File: config.mk
export PLATFORM = sky130hd
export DESIGN_NAME = apb_mem_decode
export DESIGN_NICKNAME = d
export VERILOG_FILES = /design/src/apb_mem_pkg.sv /design/src/apb_mem_decode.sv
export VERILOG_INCLUDE_DIRS = /design/src
export SDC_FILE = /design/constraint.sdc
export NUM_CORES = 1
export LEC_CHECK = 0
export BUFFER_PORTS_ARGS = -buffer_cell sky130_fd_sc_hd__buf_2
export CAP_MARGIN = 10
export CORE_MARGIN = 5
export CORE_UTILIZATION = 24
export CTS_CLUSTER_DIAMETER = 50
export DETAILED_ROUTE_END_ITERATION = 8
export GPL_TIMING_DRIVEN = 0
export PLACE_DENSITY = 0.94
export SLEW_MARGIN = 20
export SYNTH_ARGS = -nofsm -noshare
export SYNTH_HDL_FRONTEND = slang
export SYNTH_SLANG_ARGS = --single-unit
File: constraint.sdc
create_clock -name pclk -period 1.77 [get_ports pclk]
set_clock_uncertainty 0.05 [all_clocks]
set_input_delay 0.2655 -clock pclk [delete_from_list [all_inputs] [get_ports pclk]]
set_output_delay 0.2655 -clock pclk [all_outputs]
set_load 0.005 [all_outputs]
File: src/apb_mem_defines.svh
// Build-time sizes of the APB memory slave
// Data width must be a multiple of 8 and the depth a power of two
// Bus address width is fixed by the APB system at 32 bits

`ifndef APB_MEM_DEFINES_SVH
`define APB_MEM_DEFINES_SVH

// ---------------------------------------------------------------------------
// Data path
// ---------------------------------------------------------------------------

// Bits per memory word and per pwdata/prdata beat
`define APB_MEM_DATA_W 32

// ---------------------------------------------------------------------------
// Address map
// ---------------------------------------------------------------------------

// Words in the array
`define APB_MEM_DEPTH 1024

// Byte address width of paddr
`define APB_MEM_PADDR_W 32

`endif

File: src/apb_mem_pkg.sv
// Shared types of the APB memory slave
// All widths derive from the macros in the defines header

`default_nettype none

`include "apb_mem_defines.svh"

package apb_mem_pkg;

  // Byte lanes per word and the paddr bits they consume
  localparam int STRB_W      = `APB_MEM_DATA_W / 8;
  localparam int BYTE_LSB    = $clog2(STRB_W);
  localparam int WORD_ADDR_W = $clog2(`APB_MEM_DEPTH);

  typedef logic [`APB_MEM_DATA_W-1:0]  data_t;
  typedef logic [STRB_W-1:0]           strb_t;
  typedef logic [`APB_MEM_PADDR_W-1:0] paddr_t;
  typedef logic [WORD_ADDR_W-1:0]      word_addr_t;

  // Phase of the current bus cycle as seen by the slave
  typedef enum logic [1:0] {
    PH_IDLE   = 2'd0,
    PH_SETUP  = 2'd1,
    PH_ACCESS = 2'd2
  } apb_phase_e;

  // Strobes into the memory array
  typedef struct packed {
    logic       cs;
    logic       we;
    word_addr_t addr;
    data_t      wdata;
    strb_t      strb;
  } mem_req_t;

  // Status that the response side needs
  typedef struct packed {
    logic access;
    logic rd;
    logic err;
  } rd_stat_t;

endpackage

`default_nettype wire

File: src/apb_mem_decode.sv
// APB front end of the memory slave
// Assumes a zero-wait-state slave so every setup cycle is followed by one access
// Out-of-range transfers are flagged and never select the memory

`default_nettype none

`include "apb_mem_defines.svh"

module apb_mem_decode (
  input  logic                  pclk,
  input  logic                  presetn,
  input  logic                  psel,
  input  logic                  penable,
  input  logic                  pwrite,
  input  apb_mem_pkg::paddr_t   paddr,
  input  apb_mem_pkg::data_t    pwdata,
  input  apb_mem_pkg::strb_t    pstrb,
  output apb_mem_pkg::mem_req_t mem_req,
  output apb_mem_pkg::rd_stat_t rd_stat
);

  import apb_mem_pkg::*;

  // Size of the mapped window in bytes
  localparam paddr_t MEM_BYTES = paddr_t'(`APB_MEM_DEPTH) << BYTE_LSB;

  apb_phase_e phase_q;
  apb_phase_e phase_d;
  logic       in_range;
  logic       access_ok;

  // --------------------------------------------------------------------------
  // Phase tracking
  // --------------------------------------------------------------------------

  // phase_q holds the phase of the previous cycle
  // phase_d classifies the cycle now on the bus
  always_comb begin
    phase_d = PH_IDLE;
    if (psel && !penable) begin
      phase_d = PH_SETUP;
    end else if (psel && penable && (phase_q == PH_SETUP)) begin
      // Access is only legal straight after a setup cycle
      phase_d = PH_ACCESS;
    end
  end

  // IDLE -> SETUP -> ACCESS -> IDLE, or ACCESS -> SETUP on back-to-back
  always_ff @(posedge pclk) begin
    if (presetn) begin
      phase_q <= PH_IDLE;
    end else begin
      phase_q <= phase_d;
    end
  end

  assign access_ok = (phase_d == PH_ACCESS);

  // --------------------------------------------------------------------------
  // Address check
  // --------------------------------------------------------------------------

  // Anything at or past the end of the array is an error
  assign in_range = (paddr < MEM_BYTES);

  // --------------------------------------------------------------------------
  // Memory request
  // --------------------------------------------------------------------------

  always_comb begin
    mem_req.we    = pwrite;
    mem_req.addr  = paddr[BYTE_LSB +: WORD_ADDR_W];
    mem_req.wdata = pwdata;
    mem_req.strb  = pstrb;
    // Reads select in setup so data is ready for the access cycle
    // Writes select only in a qualified access cycle
    if (pwrite) begin
      mem_req.cs = psel && in_range && access_ok;
    end else begin
      mem_req.cs = psel && in_range;
    end
  end

  // --------------------------------------------------------------------------
  // Status for the response side
  // --------------------------------------------------------------------------

  always_comb begin
    rd_stat.access = psel && penable;
    rd_stat.rd     = !pwrite;
    rd_stat.err    = !in_range;
  end

endmodule

`default_nettype wire

==> results of run 1 <==
[metal layers]
layer  up-vias  wire (um)  track usage, %
li1        323          -               -
met1       263        505            9.61
met2        66       1020            19.3
met3         4        359            5.73
met4         0         37            6.10
met5         -          0               0
[power by group through the flow]
stage                     Sequential, mW  Combinational [mW]  Clock (mW)
final                             0.0468               0.179       0.102
after global routing              0.0469               0.197       0.112
after CTS                         0.0468               0.182       0.109
after detailed placement          0.0474               0.182           0
after global placement            0.0473               0.179           0
after floorplan                   0.0473              0.0941           0
[layout by cell type, fill, tap and decap left out, types with 2 or more instances in the layout]
| master | count |
|---|---|
| clkbuf_4 | 3 |
| buf_2 | 75 |
| dfxtp_1 | 2 |
| nor4_2 | 5 |
| nor2_1 | 2 |
| buf_4 | 47 |
[cell families (layout without fill, tap and decap cells)]
| kind of cell | after synthesis | after routing | share of synthesized area [%] |
|---|---|---|---|
| buffers and inverters | 48 | 126 | 68.5 |
| and+or+nand+nor | 14 | 14 | 21.4 |
| DFF | 2 | 2 | 7.69 |
| AOI/OAI and AO/OA | 1 | 1 | 2.40 |
[metrics by stage]
step	std cells	worst slack, ps	power (mW)	instance area (um2)
6_report	170	325	0.328	952
3_5_place_dp	167	315	0.229	930
5_1_grt	170	235	0.356	952
2_1_floorplan	65	608	0.141	520
4_1_cts	170	315	0.338	952
3_3_place_gp	167	328	0.226	930
[layout make-up]
class	count	area share (%)
Tap cell	27	3.55
Buffer	47	37.1
Timing Repair Buffer	75	39.4
Clock buffer	3	2.37
Sequential cell	2	4.20
Inverter	1	0.394
Multi-Input combinational cell	15	13.0
[worst register-to-register path: cells and delay by family (launching register included)]
kind	cells	cell delay, ps
AND/OR/NAND/NOR	2	300
flip-flops	1	280
[worst max-delay path by stage]
stage / start / cells past startpoint / slack, ps / to
finish: paddr[18] / 5 / 330 / mem_req[47]
global route: paddr[18] / 5 / 240 / mem_req[47]
CTS: paddr[18] / 5 / 320 / mem_req[47]
detailed placement: paddr[18] / 5 / 320 / mem_req[47]
global placement: paddr[18] / 5 / 330 / mem_req[47]
floorplan: paddr[25] / 3 / 610 / mem_req[47]
==> results.json, run 1 <==
{
  "status": "completed",
  "p_switching_uw": 81.8,
  "portBuffers": 75,
  "fin_util_pct": 47.1,
  "synth_warnings": 0,
  "routedWlPerCell_um": 11.3,
  "hp-class": "input port to flip-flop",
  "maxCapViolations": 0,
  "wl_mm": 1.92,
  "row_count": 16,
  "initial_utilization_pct": 25.7,
  "die_h_um": 56.6,
  "remaining_drc_errors": 0,
  "async_flop_share_pct": 0,
  "area_growth_pct": 82.9,
  "vdd_drop_max_mv": 0.254,
  "gp_congestion": 0.757,
  "die_w_um": 56.6,
  "top_register": "phase_q",
  "path_clk_slew_ps": 30,
  "grt_pass1_wl_mm": 2.75,
  "synthCells": 65,
  "crit_chain": "buf_2 > nor4_2 > nand4_1 > a211oi_2 > buf_2",
  "first_pass_iters": 2,
  "p_leak_nw": 0.578,
  "io_pins": 124,
  "hold_depth": 2,
  "seq_area_um2": 40.0,
  "post_cts.repair.setup_buffers": 0,
  "setup_viol": 0,
  "max_slew_margin_pct": 82.3,
  "r2r-start": "phase_q[1]$_SDFF_PP0_",
  "critPathCaptureType": "output pin",
  "cp_max_fo": 2,
  "critPathSlowestCell": "nor4_2",
  "max_freq_mhz": 692,
  "synth-seq-area-share_pct": 7.69,
  "fp.coreArea_mm2": 0.00202,
  "layout.nets": 218,
  "drtIter0Drc": 10,
  "synth_seq_cells": 2,
  "rsz0062_at_grt": "false",
  "top_regs": "phase_q (2)",
  "num_antenna_cells": 0,
  "hold_viol": 0,
  "synth.top_cell.area_share_pct": 67.8,
  "synth_enable_flop_cells": 0,
  "track_usage_pct": 10.8,
  "pwr-share-clk_pct": 31.2,
  "arrival_ps": 1130,
  "worstHoldStart": "penable",
  "switching_share_pct": 25.0,
  "synth.top_cells.by_count": "47 x buf_4, 5 x nor4_2, 2 x dfxtp_1, 2 x nor2_1",
  "max_stage_delay_ps": 310,
  "crit_required_ps": 1450,
  "syn_nets": 138,
  "drive_gt1_share_pct": 91.6,
  "gr-total-overflow": 0,
  "pwr-share-seq_pct": 14.3,
  "grt_pass1_vias": 617,
  "cts-root-buf": "clkbuf_4",
  "rrSetupSlack_ps": 1080,
  "netlist_area_um2": 520,
  "cts.path.max_buffers": 2,
  "synth_area_leaders": "buf_4 68%, nor4_2 12%, dfxtp_1 7.7%, a211oi_2 2.4%, nand3b_1 1.4%",
  "cp_top_family": "simple AND/OR/NAND/NOR gates",
  "clk_latency_ps": 230,
  "min_period_ps": 1440,
  "htreeDepth": 1,
  "whs_endpoint": "phase_q[0]$_SDFF_PP0_",
  "cts_resized": 0,
  "ant_nets": 0,
  "multi_input_area_um2": 124,
  "setup_tns_ps": 0,
  "antenna_found_initial": 0,
  "synth_top_cell_by_area": "buf_4",
  "p_comb_share_pct": 54.5,
  "critPathBufInv": 2,
  "fillCellCount": 189,
  "clkSinkCount": 2,
  "grt_max_degree": 4,
  "timing.final.crit_share_pct": 81.6,
  "vias": 656,
  "power.density_mw_per_mm2": 344,
  "cts_hold_buffers": 0,
  "start_kind": "input port",
  "max_slew.worst_pin.slew_ps": 263,
  "largest_register_ffs": 2,
  "crit_path_frequent_cell": "buf_2",
  "fin_hold_ws_ps": 185,
  "cts_tree": "yes",
  "syn_avg_cell_area_um2": 8.01,
  "power.internal_uw": 246,
  "die-area_mm2": 0.00320,
  "finalMaxSlewViolations": 0,
  "rr_endpoint": "phase_q[1]$_SDFF_PP0_",
  "synth_most_common_cell": "buf_4",
  "ys.flop_type": "dfxtp_1",
  "synthDistinctLibCells": 13,
  "vias_per_cell": 3.86,
  "path_class": "input port to output pin",
  "reg2reg_depth": 2,
  "cts_inserted_buffers": 3
}
Note: power is estimated with default switching activity, not from simulation.
==> run 2, diff against run 1 <==
--- a/config.mk
+++ b/config.mk
@@ -9,11 +9,11 @@
 export BUFFER_PORTS_ARGS = -buffer_cell sky130_fd_sc_hd__buf_2
 export CAP_MARGIN = 10
 export CORE_MARGIN = 5
-export CORE_UTILIZATION = 24
+export CORE_UTILIZATION = 22
 export CTS_CLUSTER_DIAMETER = 50
 export DETAILED_ROUTE_END_ITERATION = 8
 export GPL_TIMING_DRIVEN = 0
-export PLACE_DENSITY = 0.94
+export PLACE_DENSITY = 0.88
 export SLEW_MARGIN = 20
 export SYNTH_ARGS = -nofsm -noshare
 export SYNTH_HDL_FRONTEND = slang
==> constraint.sdc (replaced) <==
create_clock -name pclk -period 1.4 [get_ports pclk]
set_clock_uncertainty 0.05 [all_clocks]
set_input_delay 0.21 -clock pclk [delete_from_list [all_inputs] [get_ports pclk]]
set_output_delay 0.21 -clock pclk [all_outputs]
set_load 0.005 [all_outputs]
==> run 2 against run 1 <==
  * Combinational power is 33% higher
  * Clock power up 24%
  * Sequential share of layout area down 0.12 points
  * Wire length rose by 3.1%
  * Cell count rose by 0.59%
  * Highest routed layer is now met3
  * Register-to-register slack got worse by 360 ps
  * Critical path depth did not move
  * Clock-buffer cell count unchanged
  * Design area grew 2.9%
==> results.json, run 2 (synthesis gave the netlist of run 1 again) <==
{
  "critPathCaptureType": "output pin",
  "final_cell_mix": "75 x buf_2, 47 x buf_4, 3 x nor4_4, 3 x clkbuf_4",
  "layout.nets": 218,
  "io_pins": 124,
  "max_freq_mhz": 759,
  "finalMaxSlewViolations": 0,
  "num_antenna_cells": 0,
  "report.power.total_uw": 423,
  "fp.coreArea_mm2": 0.00223,
  "r2r-start": "phase_q[1]$_SDFF_PP0_",
  "crit_required_ps": 1140,
  "vias": 652,
  "cts_inserted_buffers": 3,
  "top_regs": "phase_q (2)",
  "hold_viol": 0,
  "dp.cells": 168,
  "gp_congestion": 0.699,
  "grt_pass1_vias": 649,
  "cp_max_fo": 2,
  "largest_register_ffs": 2,
  "setup_tns_ps": 0,
  "die_w_um": 58.6,
  "die-area_mm2": 0.00344,
  "rrSetupSlack_ps": 720,
  "die_h_um": 58.6,
  "clkSinkCount": 2,
  "max_slew.worst_pin.slew_ps": 241,
  "reg2reg_depth": 2,
  "htreeDepth": 1,
  "grt_pass1_wl_mm": 2.45,
  "first_pass_iters": 4,
  "antenna_found_initial": 0,
  "initial_utilization_pct": 23.3,
  "ant_nets": 0,
  "cts.path.max_buffers": 2,
  "top_register": "phase_q",
  "min_period_ps": 1320,
  "hp-class": "input port to flip-flop",
  "routedWlPerCell_um": 11.6,
  "portBuffers": 75,
  "instances_no_fill": 171,
  "arrival_ps": 1060,
  "row_count": 17,
  "crit_path_end": "mem_req[47]",
  "grt_max_degree": 4,
  "vdd_drop_max_mv": 0.220,
  "path_class": "input port to output pin",
  "cts-root-buf": "clkbuf_4",
  "cts_tree": "yes",
  "clk_latency_ps": 220,
  "path_clk_slew_ps": 30,
  "vias_per_cell": 3.81,
  "power.density_mw_per_mm2": 431,
  "status": "completed",
  "track_usage_pct": 8.96,
  "max_slew_margin_pct": 83.8,
  "p_leak_nw": 0.582,
  "drive_gt1_share_pct": 91.6,
  "post_cts.repair.setup_buffers": 0,
  "drtIter0Drc": 14,
  "gr-total-overflow": 0,
  "rr_endpoint": "phase_q[1]$_SDFF_PP0_",
  "setup_viol": 0,
  "wl_mm": 1.98,
  "final_common_cell": "buf_2",
  "timing.final.crit_share_pct": 94.1,
  "remaining_drc_errors": 0,
  "maxCapViolations": 0,
  "area_growth_pct": 88.2,
  "cp-startpoint": "paddr[25]",
  "start_kind": "input port"
}
-- run 2: cell counts in the layout (fill, tap and decap cells not counted) --
No cell type changed its count.
-- run 2: timing repair --
action / 4_1_cts / 5_1_grt
gates resized for setup: 0 / 3
setup endpoints to repair: 0 / 1
hold buffers: 0 / 0
-- run 2: worst max-delay path, stage by stage --
cell and delay (ps):
buf_2 120, nor4_4 300, nand4_1 140, a211oi_2 150, buf_2 140
-- run 2: worst min path at each step --
| stage | from | to | slack, ps | cells after the start |
|---|---|---|---|---|
| 6_report | penable | phase_q[0]$_SDFF_PP0_ | 130 | 2 |
| 2_1_floorplan | penable | phase_q[0]$_SDFF_PP0_ | 230 | 1 |
| 5_1_grt | penable | phase_q[0]$_SDFF_PP0_ | 130 | 2 |
| 4_1_cts | penable | phase_q[0]$_SDFF_PP0_ | 120 | 2 |
| 3_5_place_dp | penable | phase_q[0]$_SDFF_PP0_ | 360 | 2 |
| 3_3_place_gp | penable | phase_q[0]$_SDFF_PP0_ | 350 | 2 |
-- run 2: area by class of cell --
| type | instances | area (um2) |
|---|---|---|
| inverter | 1 | 3.75 |
| sequential | 2 | 40.0 |
| buffer | 47 | 353 |
| clock buffer | 3 | 22.5 |
| tap | 28 | 35.0 |
| fill | 250 | 1250 |
| timing repair buffer | 75 | 375 |
| multi-input combinational | 15 | 150 |
-- run 2: where the power goes --
group | switching [mW] | leakage (nW) | total [mW] | internal, mW
clock network | 0.0313 | 0.0138 | 0.126 | 0.0945
registers | 0.000284 | 0.0163 | 0.0592 | 0.0589
logic | 0.0778 | 0.552 | 0.238 | 0.160
total | 0.109 | 0.582 | 0.423 | 0.313
-- run 2: stage by stage --
stage	worst slack, ps	hold slack [ps]	utilization (%)	cell area, um2
global route	-39.3	130	43.9	980
detailed placement	59.3	358	41.7	931
floorplan	349	232	-	520
global placement	65.0	351	41.7	931
CTS	59.3	119	42.7	953
finish	82.1	125	43.9	980
-- run 2: metal layers --
layer / global-route usage [%] / routed length, um / vias to the layer above
met5: 0 / 0 / -
met4: 2.91 / 0 / 0
met3: 3.73 / 313 / 0
met2: 17.2 / 1180 / 57
met1: 8.47 / 481 / 274
li1: - / - / 321
