===== src/apb_mem_defines.svh =====
// Build-time sizes of the APB memory slave
// Data width must be a multiple of 8 and the depth a power of two
// Bus address width is fixed by the APB system at 32 bits

`ifndef APB_MEM_DEFINES_SVH
`define APB_MEM_DEFINES_SVH

// ---------------------------------------------------------------------------
// Data path
// ---------------------------------------------------------------------------

// Bits per memory word and per pwdata/prdata beat
`define APB_MEM_DATA_W 32

// ---------------------------------------------------------------------------
// Address map
// ---------------------------------------------------------------------------

// Words in the array
`define APB_MEM_DEPTH 1024

// Byte address width of paddr
`define APB_MEM_PADDR_W 32

`endif


===== src/apb_mem_pkg.sv =====
// Shared types of the APB memory slave
// All widths derive from the macros in the defines header

`default_nettype none

`include "apb_mem_defines.svh"

package apb_mem_pkg;

  // Byte lanes per word and the paddr bits they consume
  localparam int STRB_W      = `APB_MEM_DATA_W / 8;
  localparam int BYTE_LSB    = $clog2(STRB_W);
  localparam int WORD_ADDR_W = $clog2(`APB_MEM_DEPTH);

  typedef logic [`APB_MEM_DATA_W-1:0]  data_t;
  typedef logic [STRB_W-1:0]           strb_t;
  typedef logic [`APB_MEM_PADDR_W-1:0] paddr_t;
  typedef logic [WORD_ADDR_W-1:0]      word_addr_t;

  // Phase of the current bus cycle as seen by the slave
  typedef enum logic [1:0] {
    PH_IDLE   = 2'd0,
    PH_SETUP  = 2'd1,
    PH_ACCESS = 2'd2
  } apb_phase_e;

  // Strobes into the memory array
  typedef struct packed {
    logic       cs;
    logic       we;
    word_addr_t addr;
    data_t      wdata;
    strb_t      strb;
  } mem_req_t;

  // Status that the response side needs
  typedef struct packed {
    logic access;
    logic rd;
    logic err;
  } rd_stat_t;

endpackage

`default_nettype wire


===== src/apb_mem_resp.sv =====
// Response side of the APB memory slave
// prdata carries the memory word only in an in-range read access cycle
// Both outputs stay zero while reset is applied

`default_nettype none

module apb_mem_resp (
  input  logic                  pclk,
  input  logic                  presetn,
  input  apb_mem_pkg::rd_stat_t stat,
  input  apb_mem_pkg::data_t    rdata,
  output apb_mem_pkg::data_t    prdata,
  output logic                  pslverr
);

  import apb_mem_pkg::*;

  // Low from the first reset edge until one cycle after release
  logic live_q;

  // Response qualifiers
  logic rd_hit;
  logic err_hit;

  // --------------------------------------------------------------------------
  // Reset tracking
  // --------------------------------------------------------------------------

  always_ff @(posedge pclk) begin
    if (presetn) begin
      live_q <= 1'b0;
    end else begin
      live_q <= 1'b1;
    end
  end

  // --------------------------------------------------------------------------
  // Output forming
  // --------------------------------------------------------------------------

  // Good read in its access cycle
  assign rd_hit  = live_q && stat.access && stat.rd && !stat.err;

  // Error flagged for reads and writes alike
  assign err_hit = live_q && stat.access && stat.err;

  // Zero outside a valid read keeps stale words off the bus
  always_comb begin
    if (rd_hit) begin
      prdata = rdata;
    end else begin
      prdata = '0;
    end
  end

  assign pslverr = err_hit;

endmodule

`default_nettype wire


===== config.mk =====
export PLATFORM = sky130hd
export DESIGN_NAME = apb_mem_resp
export DESIGN_NICKNAME = d
export VERILOG_FILES = /design/src/apb_mem_pkg.sv /design/src/apb_mem_resp.sv
export VERILOG_INCLUDE_DIRS = /design/src
export SDC_FILE = /design/constraint.sdc
export NUM_CORES = 1
export LEC_CHECK = 0
export ABC_AREA = 1
export BUFFER_PORTS_ARGS = -buffer_cell sky130_fd_sc_hd__buf_2
export CORE_MARGIN = 1
export CORE_UTILIZATION = 32
export CTS_BUF_LIST = sky130_fd_sc_hd__clkbuf_8
export DETAILED_ROUTE_END_ITERATION = 10
export PLACE_DENSITY = 0.87
export SETUP_SLACK_MARGIN = 0.3
export SYNTH_ARGS = -nofsm -noshare
export SYNTH_HDL_FRONTEND = slang
export SYNTH_SLANG_ARGS = --single-unit

===== constraint.sdc =====
create_clock -name pclk -period 1.31 [get_ports pclk]
set_clock_uncertainty 0.2 [all_clocks]
set_input_delay 0.131 -clock pclk [delete_from_list [all_inputs] [get_ports pclk]]
set_output_delay 0.131 -clock pclk [all_outputs]
set_load 0.1 [all_outputs]

==> results_tabular.tex, run 1 <==
\begin{tabular}{lr}
\hline
Metric & Value \\
\hline
\multicolumn{2}{l}{\textbf{Outcome}} \\
\quad Result of the run & stopped before the end \\
\quad Exit stage & detailed placement \\
\quad First error message & [ERROR DPL-0038] Utilization greater than 100\%, impossible to legalize \\
\multicolumn{2}{l}{\textbf{Floorplanning}} \\
\quad Starting utilization of the core area & 0.348 \\
\quad Row Count & 14 \\
\quad Y dimension of the die & $\sim$43 um \\
\quad Overall die width & 42.7 um \\
\quad Ports & 70 \\
\multicolumn{2}{l}{\textbf{Logic synthesis}} \\
\quad Synthesized flop and latch total & 1 \\
\quad Dominant register cell in the synthesized netlist & dfxtp\_1 \\
\quad Synthesized net count & 113 \\
\quad Async set or reset register ratio after synthesis & 0 \\
\quad Leading post-synthesis cells by instance count & inv\_1 (33), nor3\_2 (30), buf\_4 (3), buf\_6 (3) \\
\quad Synthesized area divided by synthesized cell count & between 6 and 7 um\^{}2 \\
\quad Post-Syn Instances & 76 \\
\quad Synthesized cell area & approximately 530 um\^{}2 \\
\quad Unique cell type count in the Yosys netlist & 9 \\
\quad Share of the synthesized area in the top cell type & 0.566 \\
\quad Post-synthesis sequential area ratio & 0.0377 \\
\quad Number of warning messages in the yosys log & 0 \\
\quad EDFF count, synth & 0 \\
\quad Top cell type by total area after synthesis & nor3\_2 \\
\quad Synth top area cells & nor3\_2 (57\%), inv\_1 (23\%), buf\_6 (6.4\%) \\
\quad Most instantiated library cell after synthesis & inv\_1 \\
\multicolumn{2}{l}{\textbf{Placed design}} \\
\quad \# port buffers & approximately 70 \\
\quad Routability congestion estimate & around 0.67 \\
\hline
\end{tabular}
per-stage QoR:
| step | worst slack, ns | instances | hold WS [ns] | TNS, ns |
|---|---|---|---|---|
| 2_1_floorplan | -0.446 | 76 | -0.0125 | -13.36 |
| 3_3_place_gp | -0.00157 | 160 | 0.0731 | -0.00312 |
logic make-up after synthesis:
logic type | Yosys count | share of synthesized area
flip-flops | 1 | 0.0377
AND/OR/NAND/NOR | 35 | 0.616
buffers and inverters | 40 | 0.347
==> run 2, diff against run 1 <==
CORE_AREA = 2 2 63 65   (was unset)
CORE_MARGIN = unset   (was 1)
CORE_UTILIZATION = unset   (was 32)
CTS_BUF_LIST = unset   (was sky130_fd_sc_hd__clkbuf_8)
DIE_AREA = 0 0 65 67   (was unset)
PLACE_DENSITY = unset   (was 0.87)
PLACE_DENSITY_LB_ADDON = 0.15   (was unset)
SETUP_SLACK_MARGIN = unset   (was 0.3)
==> results_tabular.tex, run 2 <==
\begin{tabular}{lr}
\hline
Metric & Value \\
\hline
\multicolumn{2}{l}{\textbf{Finish}} \\
\quad End-of-flow core utilization & 0.506 \\
\quad Final-stage net count & 190 \\
\quad Final standard cell count with taps included and fillers excluded & $\sim$200 \\
\quad Layout Cell Area excl Fill & roughly 1800 um\^{}2 \\
\quad Share of post-route cells with drive strength above 1 & 0.781 \\
\quad Top flop regs & live\_q: 1 flops \\
\quad Most flop-heavy register & live\_q \\
\quad Number of antenna diodes & 0 \\
\quad Layout filler cell count & between 300 and 400 \\
\quad Most frequent cells in the layout & buf\_12 (37), buf\_2 (34), inv\_1 (33) \\
\quad Most common library cell in the layout ignoring fill and taps & buf\_12 \\
\quad Number of flip-flops in the largest register & 1 \\
\quad Signed area change from the synthesized netlist to the final layout & 244\% \\
\multicolumn{2}{l}{\textbf{Floorplanning}} \\
\quad Y dimension of the die & 67 um (+57\%) \\
\quad Ports & 70 (unchanged) \\
\quad Row Count & 22 (+8) \\
\quad Std-Cell Core Area & 3610 um\^{}2 \\
\quad Starting utilization of the core area & 0.147 (-0.201) \\
\quad Overall die width & 65 um (+52\%) \\
\quad Die area & 4360 um\^{}2 \\
\multicolumn{2}{l}{\textbf{Timing}} \\
\quad Crit share post-route & 1.01 \\
\quad Setup repair after global routing missed its margin & yes \\
\quad Hold\_ws & 0.0830 ns \\
\quad Final Slew Violations & 0 \\
\quad Final-layout setup total negative slack & -0.0461 ns \\
\quad Fin worst setup slack & -0.0176 ns \\
\quad Final setup fails & 5 \\
\quad Highest achievable clock rate & 0.753 GHz \\
\quad Number of hold-slack violations in the final timing report & 0 \\
\quad Pin slew with the least headroom to its limit & 0.201 ns \\
\quad Min Clock Period, post-route & approximately 1.3 ns \\
\quad Worst slew margin & 0.866 \\
\multicolumn{2}{l}{\textbf{Placed design}} \\
\quad Number of cells in the design after placement & just under 200 \\
\quad Setup slack after placement & -0.0538 ns \\
\quad Placed cell areas & between 1500 and 2000 um\^{}2 \\
\quad Routability congestion estimate & 0.644 (-4.4\%) \\
\quad Half-perimeter wire length of the detailed placement result & approximately 1800 um \\
\quad \# port buffers & 69 (unchanged) \\
\multicolumn{2}{l}{\textbf{GRT}} \\
\quad Wire length of the first global-routing pass & between 3000 and 4000 um \\
\quad Antenna violations before repair & 0 \\
\quad Pin count of the biggest net entering global routing & 18 \\
\quad Overall global routing resource usage & 0.0901 \\
\quad Leftover overflow at the end of global routing & 0 \\
\quad Vias in the first global route & between 600 and 700 \\
\multicolumn{2}{l}{\textbf{Critical path}} \\
\quad Type of the worst setup path & register to output pin \\
\quad Type of destination of the critical path & output pin \\
\quad Maximum fanout along the worst path & 12 \\
\quad Largest stage delay, worst path & 0.32 ns \\
\quad Slowest stage cell, crit path & dfxtp\_2 \\
\quad Type of element launching the critical path & register \\
\quad Arrival time of data at the critical path endpoint & 1.00 ns \\
\quad Worst path cell trace & nand2\_4 > buf\_12 > nor3\_4 > buf\_12 \\
\quad CP required & slightly below 1 ns \\
\quad Most Frequent Cell on Critical Path & buf\_12 \\
\multicolumn{2}{l}{\textbf{Power}} \\
\quad Part of the total power dissipated in sequential elements & 0.064 \\
\quad Switching power total & a little over 300 uW \\
\quad Design internal power & between 200 and 250 uW \\
\quad VDD IR max & 0.167 mV \\
\quad Part of the power in combinational logic & 0.936 \\
\quad Cell Pwr Density & between 200 and 300 nW/um\^{}2 \\
\quad Switching share of total power & 0.577 \\
\quad PnR Total Power & $\sim$530 uW \\
\quad Leakage & 0.911 nW \\
\quad Clock power share & 0 \\
\multicolumn{2}{l}{\textbf{Run}} \\
\quad Max-cap viol count & 0 \\
\multicolumn{2}{l}{\textbf{Detailed routing}} \\
\quad Initial DRC count & 9 \\
\quad Wire length per cell & between 10 and 15 um \\
\quad Drc violations & 0 \\
\quad Drt total wl & around 2200 um \\
\quad Per-cell via count in the routed design & roughly 3.7 \\
\quad 1st-pass router iterations & 4 \\
\quad Via count & 736 \\
\quad Remaining antenna violation count & 0 \\
\multicolumn{2}{l}{\textbf{Logic synthesis}} \\
\quad Post-Syn Instances & 76 (unchanged) \\
\quad Number of warning messages in the yosys log & 0 (unchanged) \\
\quad Most instantiated library cell after synthesis & inv\_1 \\
\quad Share of the synthesized area in the top cell type & 0.566 (unchanged) \\
\quad Synthesized flop and latch total & 1 (unchanged) \\
\quad Dominant register cell in the synthesized netlist & dfxtp\_1 \\
\quad Synth top area cells & nor3\_2 (57\%), inv\_1 (23\%), buf\_6 (6.4\%) \\
\quad Async set or reset register ratio after synthesis & 0 (unchanged) \\
\quad Synthesized area divided by synthesized cell count & 6.98 um\^{}2 (unchanged) \\
\quad Top cell type by total area after synthesis & nor3\_2 \\
\quad Leading post-synthesis cells by instance count & inv\_1 (33), nor3\_2 (30), buf\_4 (3), buf\_6 (3) \\
\quad Post-synthesis sequential area ratio & 0.0377 (unchanged) \\
\quad Unique cell type count in the Yosys netlist & 9 (unchanged) \\
\quad EDFF count, synth & 0 (unchanged) \\
\quad Synthesized cell area & 531 um\^{}2 (unchanged) \\
\quad Synthesized net count & 113 (unchanged) \\
\multicolumn{2}{l}{\textbf{Clocking}} \\
\quad Clock transition at the register clock pins on the worst setup and hold paths after CTS & 0 ns \\
\multicolumn{2}{l}{\textbf{Outcome}} \\
\quad Failing checks & setup timing \\
\quad Result of the run & finished with violations \\
\multicolumn{2}{l}{\textbf{Hold path}} \\
\quad Type of the tightest min-delay check & input port to register \\
\hline
\end{tabular}
run 2: cell counts after synthesis:
Identical to the previous run, type by type.
run 2: worst max-delay path: cells and delay by family (launching register included):
kind	cells	cell delay (ns)
buffers and inverters	2	0.37
DFF	1	0.32
and+or+nand+nor	2	0.29
run 2: logic make-up after synthesis:
| kind of cell | Yosys count | share of synthesized area |
|---|---|---|
| simple gates | 35 | 0.616 |
| flops | 1 | 0.0377 |
| buf+inv | 40 | 0.347 |
run 2: final cells by class:
type | count | area [um^2] | area share
sequential | 1 | 21.3 | 0.0117
timing repair buffer | 81 | 1050 | 0.574
tap | 48 | 60.1 | 0.0329
multi-input combinational | 35 | 563 | 0.309
inverter | 34 | 133 | 0.0728
run 2: worst paths after layout:
path                 from          to  depth (start not counted)
hold / removal    presetn      live_q                          2
setup / recovery   live_q  prdata[30]                          4
run 2: what timing repair did:
action,in CTS,in global routing
resized for setup,1,4
endpoints found under the setup margin,21,31
hold buffers,0,0
gates cloned,0,3
buffers inserted,0,2
pin swaps,8,22
hold endpoints to repair,0,0
run 2: power groups by stage:
stage | clock [mW] | combinational (mW) | sequential (mW)
3_3_place_gp | 0 | 0.461 | 0.0342
3_5_place_dp | 0 | 0.467 | 0.0345
6_report | 0 | 0.500 | 0.0344
2_1_floorplan | 0 | 0.313 | 0.0342
4_1_cts | 0 | 0.469 | 0.0345
5_1_grt | 0 | 0.524 | 0.0345
run 2: per-layer routing:
| metal | vias up | GRT usage | routed length, um |
|---|---|---|---|
| met4 | 0 | 0 | 0 |
| met3 | 0 | 0.0236 | 218 |
| met1 | 325 | 0.0937 | 671 |
| met2 | 37 | 0.188 | 1280 |
| met5 | - | 0 | 0 |
| li1 | 374 | - | - |
Power figures use the tool's default switching activity.
==> run 3, diff against run 2 <==
ABC_CLOCK_PERIOD_IN_PS = 1310   (was unset)
BUFFER_PORTS_ARGS = unset   (was -buffer_cell sky130_fd_sc_hd__buf_2)
CORE_AREA = 3 3 64 66   (was 2 2 63 65)
DIE_AREA = 0 0 67 69   (was 0 0 65 67)
DONT_BUFFER_PORTS = 1   (was unset)
==> results_tabular.tex, run 3 (synthesized netlist as in run 2, its figures left out) <==
\begin{tabular}{lr}
\hline
Metric & Value \\
\hline
\multicolumn{2}{l}{\textbf{Detailed routing}} \\
\quad Drt total wl & 1740 um (-20\%) \\
\quad Per-cell via count in the routed design & 3.85 (+4.0\%) \\
\quad Wire length per cell & 11.1 um (+2.3\%) \\
\quad Drc violations & 0 (unchanged) \\
\quad Initial DRC count & 4 (-5) \\
\quad 1st-pass router iterations & 2 (-2) \\
\quad Via count & 600 (-18\%) \\
\quad Remaining antenna violation count & 0 (unchanged) \\
\multicolumn{2}{l}{\textbf{Clocking}} \\
\quad Total setup buffers inserted after CTS & 0 (unchanged) \\
\quad Clock transition at the register clock pins on the worst setup and hold paths after CTS & 0 ns (unchanged) \\
\multicolumn{2}{l}{\textbf{Timing}} \\
\quad Hold\_ws & 0.301 ns (+0.218 ns) \\
\quad Number of hold-slack violations in the final timing report & 0 (unchanged) \\
\quad Highest achievable clock rate & 0.755 GHz (+0.30\%) \\
\quad Setup repair after global routing missed its margin & yes \\
\quad Pin slew with the least headroom to its limit & 0.206 ns (+0.00546 ns) \\
\quad Min Clock Period, post-route & 1.32 ns (-0.00395 ns) \\
\quad Final Slew Violations & 0 (unchanged) \\
\quad Fin worst setup slack & -0.0137 ns (+0.00395 ns) \\
\quad Final setup fails & 7 (+2) \\
\quad Worst slew margin & 0.863 (-0.00320) \\
\quad Crit share post-route & 1.01 (-0.00302) \\
\multicolumn{2}{l}{\textbf{Hold path}} \\
\quad Type of the tightest min-delay check & input port to output pin \\
\quad Worst Hold Path EP & pslverr \\
\quad Worst hold path startpoint & stat[0] \\
\quad Depth of the worst hold-timing path & 3 (+1) \\
\multicolumn{2}{l}{\textbf{GRT}} \\
\quad Pin count of the biggest net entering global routing & 18 (unchanged) \\
\quad Vias in the first global route & 632 (-7.1\%) \\
\quad Leftover overflow at the end of global routing & 0 (unchanged) \\
\quad Overall global routing resource usage & 0.0747 (-0.0154) \\
\quad Antenna violations before repair & 0 (unchanged) \\
\quad Wire length of the first global-routing pass & 2880 um (-8.5\%) \\
\multicolumn{2}{l}{\textbf{Outcome}} \\
\quad Failing checks & setup timing \\
\quad Result of the run & finished with violations \\
\multicolumn{2}{l}{\textbf{Placed design}} \\
\quad Half-perimeter wire length of the detailed placement result & 1600 um (-10\%) \\
\quad Setup slack after placement & -0.0220 ns (+0.0318 ns) \\
\quad \# port buffers & 0 (-100\%) \\
\quad Routability congestion estimate & 0.670 (+4.0\%) \\
\quad Number of cells in the design after placement & 155 (-20\%) \\
\multicolumn{2}{l}{\textbf{Power}} \\
\quad PnR Total Power & 438 uW (-18\%) \\
\quad VDD IR max & 0.174 mV (+4.3\%) \\
\quad Cell Pwr Density & 288 nW/um\^{}2 (-1.5\%) \\
\quad Leakage & 0.709 nW (-22\%) \\
\multicolumn{2}{l}{\textbf{Finish}} \\
\quad Most flop-heavy register & live\_q \\
\quad Number of antenna diodes & 0 (unchanged) \\
\quad End-of-flow core utilization & 0.418 (-0.0875) \\
\quad Final-stage net count & 147 (-23\%) \\
\quad Most common library cell in the layout ignoring fill and taps & buf\_12 \\
\quad Share of post-route cells with drive strength above 1 & 0.685 (-0.0963) \\
\quad Final standard cell count with taps included and fillers excluded & 156 (-22\%) \\
\quad Most frequent cells in the layout & buf\_12 (37), inv\_1 (33), nor3\_4 (32) \\
\quad Top flop regs & live\_q: 1 flops \\
\quad Signed area change from the synthesized netlist to the final layout & 186\% \\
\quad Number of flip-flops in the largest register & 1 (unchanged) \\
\multicolumn{2}{l}{\textbf{Critical path}} \\
\quad CP required & 0.98 ns (about the same) \\
\quad Type of destination of the critical path & output pin \\
\quad Type of element launching the critical path & register \\
\quad Arrival time of data at the critical path endpoint & 0.99 ns (about the same) \\
\quad Maximum fanout along the worst path & 17 (+5) \\
\quad Type of the worst setup path & register to output pin \\
\multicolumn{2}{l}{\textbf{Floorplanning}} \\
\quad Std-Cell Core Area & 3630 um\^{}2 (+0.76\%) \\
\quad Die area & 4620 um\^{}2 (+6.2\%) \\
\quad Y dimension of the die & 69 um (+3.0\%) \\
\quad Overall die width & 67 um (+3.1\%) \\
\quad Ports & 70 (unchanged) \\
\quad Starting utilization of the core area & 0.146 (-0.00111) \\
\quad Row Count & 22 (unchanged) \\
\multicolumn{2}{l}{\textbf{Run}} \\
\quad Max-cap viol count & 0 (unchanged) \\
\hline
\end{tabular}
run 3: cell types whose count changed in the layout (fill, tap and decap cells not counted), sizes merged:
cell         previous run  this run
buf                    78        37
clkbuf                  3         0
clkinv                  1         0
dlygate4sd3             0         1
inv                    33        34
run 3: cell type report:
type	instances	area (um^2)
fillers	348	2110
repair buffers	38	751
multi-input cells	35	554
inverters	34	133
well taps	48	60.1
flip-flops and latches	1	21.3
run 3: metal layers:
| metal | up-vias | global-route usage | routed length [um] |
|---|---|---|---|
| li1 | 288 | - | - |
| met4 | 0 | 0 | 0 |
| met3 | 0 | 0.0244 | 206 |
| met2 | 36 | 0.155 | 1050 |
| met1 | 276 | 0.0710 | 474 |
| met5 | - | 0 | 0 |
run 3: repair_timing:
action                                  4_1_cts  5_1_grt
resized for setup                             0        0
hold buffers                                  1        0
endpoints found under the hold margin         1        0
endpoints found under the setup margin       24       32
pin swaps                                     5        7
run 3: power by group:
group	switching [mW]	internal, mW
clock	0	0
combinational	0.280	0.124
sequential	0.00124	0.0331
run 3: how the worst max path moves through the flow:
stage,from,endpoint,slack (ns)
3_5_place_dp,live_q,prdata[22],-0.02
6_report,live_q,prdata[12],-0.01
3_3_place_gp,live_q,prdata[22],-0.006
4_1_cts,live_q,prdata[25],-0.02
5_1_grt,live_q,prdata[25],-0.05
2_1_floorplan,live_q,prdata[10],-0.45
run 3: stage by stage:
stage / area (um^2) / setup TNS (ns)
global route: 1520 / -0.930
floorplan: 803 / -13.36
detailed placement: 1510 / -0.181
global placement: 1510 / -0.0201
finish: 1520 / -0.0489
CTS: 1520 / -0.192
run 3: worst max-delay path: stages, from the launching register on:
cell and delay (ns):
dfxtp_2 0.32, nand2_4 0.06, buf_12 0.18, nor3_4 0.22
buf_12 0.20
==> run 4, diff against run 3 <==
RECOVER_POWER = 100   (was unset)
==> results_tabular.tex, run 4 (synthesized netlist as in run 2, its figures left out) <==
\begin{tabular}{lr}
\hline
Metric & Value \\
\hline
\multicolumn{2}{l}{\textbf{Detailed routing}} \\
\quad Remaining antenna violation count & 0 (unchanged) \\
\quad Drt total wl & 1740 um (+0.52\%) \\
\quad 1st-pass router iterations & 2 (unchanged) \\
\quad Via count & 600 (unchanged) \\
\quad Wire length per cell & 11.2 um (+0.52\%) \\
\quad Drc violations & 0 (unchanged) \\
\quad Initial DRC count & 6 (+2) \\
\quad Per-cell via count in the routed design & 3.85 (unchanged) \\
\multicolumn{2}{l}{\textbf{Placed design}} \\
\quad Number of cells in the design after placement & 155 (unchanged) \\
\quad Routability congestion estimate & 0.670 (unchanged) \\
\quad \# port buffers & 0 (unchanged) \\
\quad Half-perimeter wire length of the detailed placement result & 1600 um (unchanged) \\
\multicolumn{2}{l}{\textbf{Timing}} \\
\quad Highest achievable clock rate & 0.755 GHz (about the same) \\
\quad Final Slew Violations & 0 (unchanged) \\
\quad Min Clock Period, post-route & 1.32 ns (+0.000202 ns) \\
\quad Number of hold-slack violations in the final timing report & 0 (unchanged) \\
\quad Fin worst setup slack & -0.0139 ns (-0.000202 ns) \\
\quad Setup repair after global routing missed its margin & yes \\
\quad Crit share post-route & 1.01 (about the same) \\
\quad Final setup fails & 7 (unchanged) \\
\quad Pin slew with the least headroom to its limit & 0.206 ns (+0.000306 ns) \\
\quad Worst slew margin & 0.862 (about the same) \\
\quad Final-layout setup total negative slack & -0.0500 ns (-0.00106 ns) \\
\multicolumn{2}{l}{\textbf{Critical path}} \\
\quad Type of the worst setup path & register to output pin \\
\quad Type of destination of the critical path & output pin \\
\quad CP required & 0.98 ns (about the same) \\
\quad Most Frequent Cell on Critical Path & buf\_12 \\
\quad Type of element launching the critical path & register \\
\quad Worst path cell trace & nand2\_4 > buf\_12 > nor3\_4 > buf\_12 \\
\quad Arrival time of data at the critical path endpoint & 0.99 ns (about the same) \\
\quad Slowest stage cell, crit path & dfxtp\_2 \\
\quad Maximum fanout along the worst path & 17 (unchanged) \\
\quad Largest stage delay, worst path & 0.32 ns (about the same) \\
\multicolumn{2}{l}{\textbf{GRT}} \\
\quad Antenna violations before repair & 0 (unchanged) \\
\quad Leftover overflow at the end of global routing & 0 (unchanged) \\
\quad Vias in the first global route & 632 (unchanged) \\
\quad Wire length of the first global-routing pass & 2880 um (unchanged) \\
\quad Overall global routing resource usage & 0.0747 (unchanged) \\
\quad Pin count of the biggest net entering global routing & 18 (unchanged) \\
\multicolumn{2}{l}{\textbf{Run}} \\
\quad Max-cap viol count & 0 (unchanged) \\
\multicolumn{2}{l}{\textbf{Finish}} \\
\quad End-of-flow core utilization & 0.404 (-0.0145) \\
\quad Signed area change from the synthesized netlist to the final layout & 176\% \\
\quad Most flop-heavy register & live\_q \\
\quad Number of antenna diodes & 0 (unchanged) \\
\quad Top flop regs & live\_q: 1 flops \\
\quad Final standard cell count with taps included and fillers excluded & 156 (unchanged) \\
\quad Number of flip-flops in the largest register & 1 (unchanged) \\
\quad Most common library cell in the layout ignoring fill and taps & inv\_1 \\
\quad Final-stage net count & 147 (unchanged) \\
\quad Share of post-route cells with drive strength above 1 & 0.685 (unchanged) \\
\quad Most frequent cells in the layout & inv\_1 (33), nor3\_4 (32), buf\_12 (31) \\
\multicolumn{2}{l}{\textbf{Outcome}} \\
\quad Failing checks & setup timing \\
\quad Result of the run & finished with violations \\
\multicolumn{2}{l}{\textbf{Floorplanning}} \\
\quad Ports & 70 (unchanged) \\
\quad Y dimension of the die & 69 um (unchanged) \\
\quad Overall die width & 67 um (unchanged) \\
\quad Row Count & 22 (unchanged) \\
\quad Std-Cell Core Area & 3630 um\^{}2 (unchanged) \\
\quad Die area & 4620 um\^{}2 (unchanged) \\
\quad Starting utilization of the core area & 0.146 (unchanged) \\
\multicolumn{2}{l}{\textbf{Hold path}} \\
\quad Type of the tightest min-delay check & input port to output pin \\
\multicolumn{2}{l}{\textbf{Clocking}} \\
\quad Clock transition at the register clock pins on the worst setup and hold paths after CTS & 0 ns (unchanged) \\
\quad Post-CTS sizing & 0 (unchanged) \\
\multicolumn{2}{l}{\textbf{Power}} \\
\quad Leakage & 0.696 nW (-1.8\%) \\
\quad VDD IR max & 0.174 mV (-0.14\%) \\
\quad Cell Pwr Density & 293 nW/um\^{}2 (+1.6\%) \\
\quad PnR Total Power & 430 uW (-1.9\%) \\
\hline
\end{tabular}
[run 4: cell counts in the layout (fill, tap and decap cells not counted)]
Identical to the previous run, type by type.
[run 4: metrics by stage]
step	area, um^2	setup WS [ns]	hold slack (ns)
after global routing	1470	-0.0504	0.323
final	1470	-0.0139	0.315
after CTS	1520	-0.0188	0.303
after global placement	1510	-0.00631	-0.00529
after floorplan	803	-0.446	-0.0125
after detailed placement	1510	-0.0220	-0.00868
[run 4: timing repair]
action                     CTS  global route
buffers inserted             0             0
hold buffers                 1             0
setup endpoints to repair   24            32
hold endpoints to repair     1             0
pin swaps                    5             7
[run 4: worst paths after layout]
kind | startpoint | to | cells after the start
max | live_q | prdata[12] | 4
min | stat[0] | pslverr | 3
[run 4: power by group]
group	internal (mW)	total (mW)	switching, mW
Combinational	0.117	0.395	0.278
Clock	0	0	0
Sequential	0.0331	0.0344	0.00124
[run 4: area by class of cell]
type | count | area [um^2]
fill | 354 | 2170
timing repair buffer | 38 | 698
sequential | 1 | 21.3
inverter | 34 | 133
tap | 48 | 60.1
multi-input combinational | 35 | 554
[run 4: worst max-delay path: cells and delay by family, from the launching register on]
kind / cells / cell delay (ns)
buffers and inverters: 2 / 0.38
flip-flops: 1 / 0.32
AND/OR/NAND/NOR: 2 / 0.28
[run 4: routing by layer]
layer / vias to the layer above / global-route usage / part of all wire
li1: 288 / - / -
met1: 276 / 0.0710 / 0.28
met2: 36 / 0.155 / 0.60
met3: 0 / 0.0244 / 0.11
met4: 0 / 0 / 0
met5: - / 0 / 0
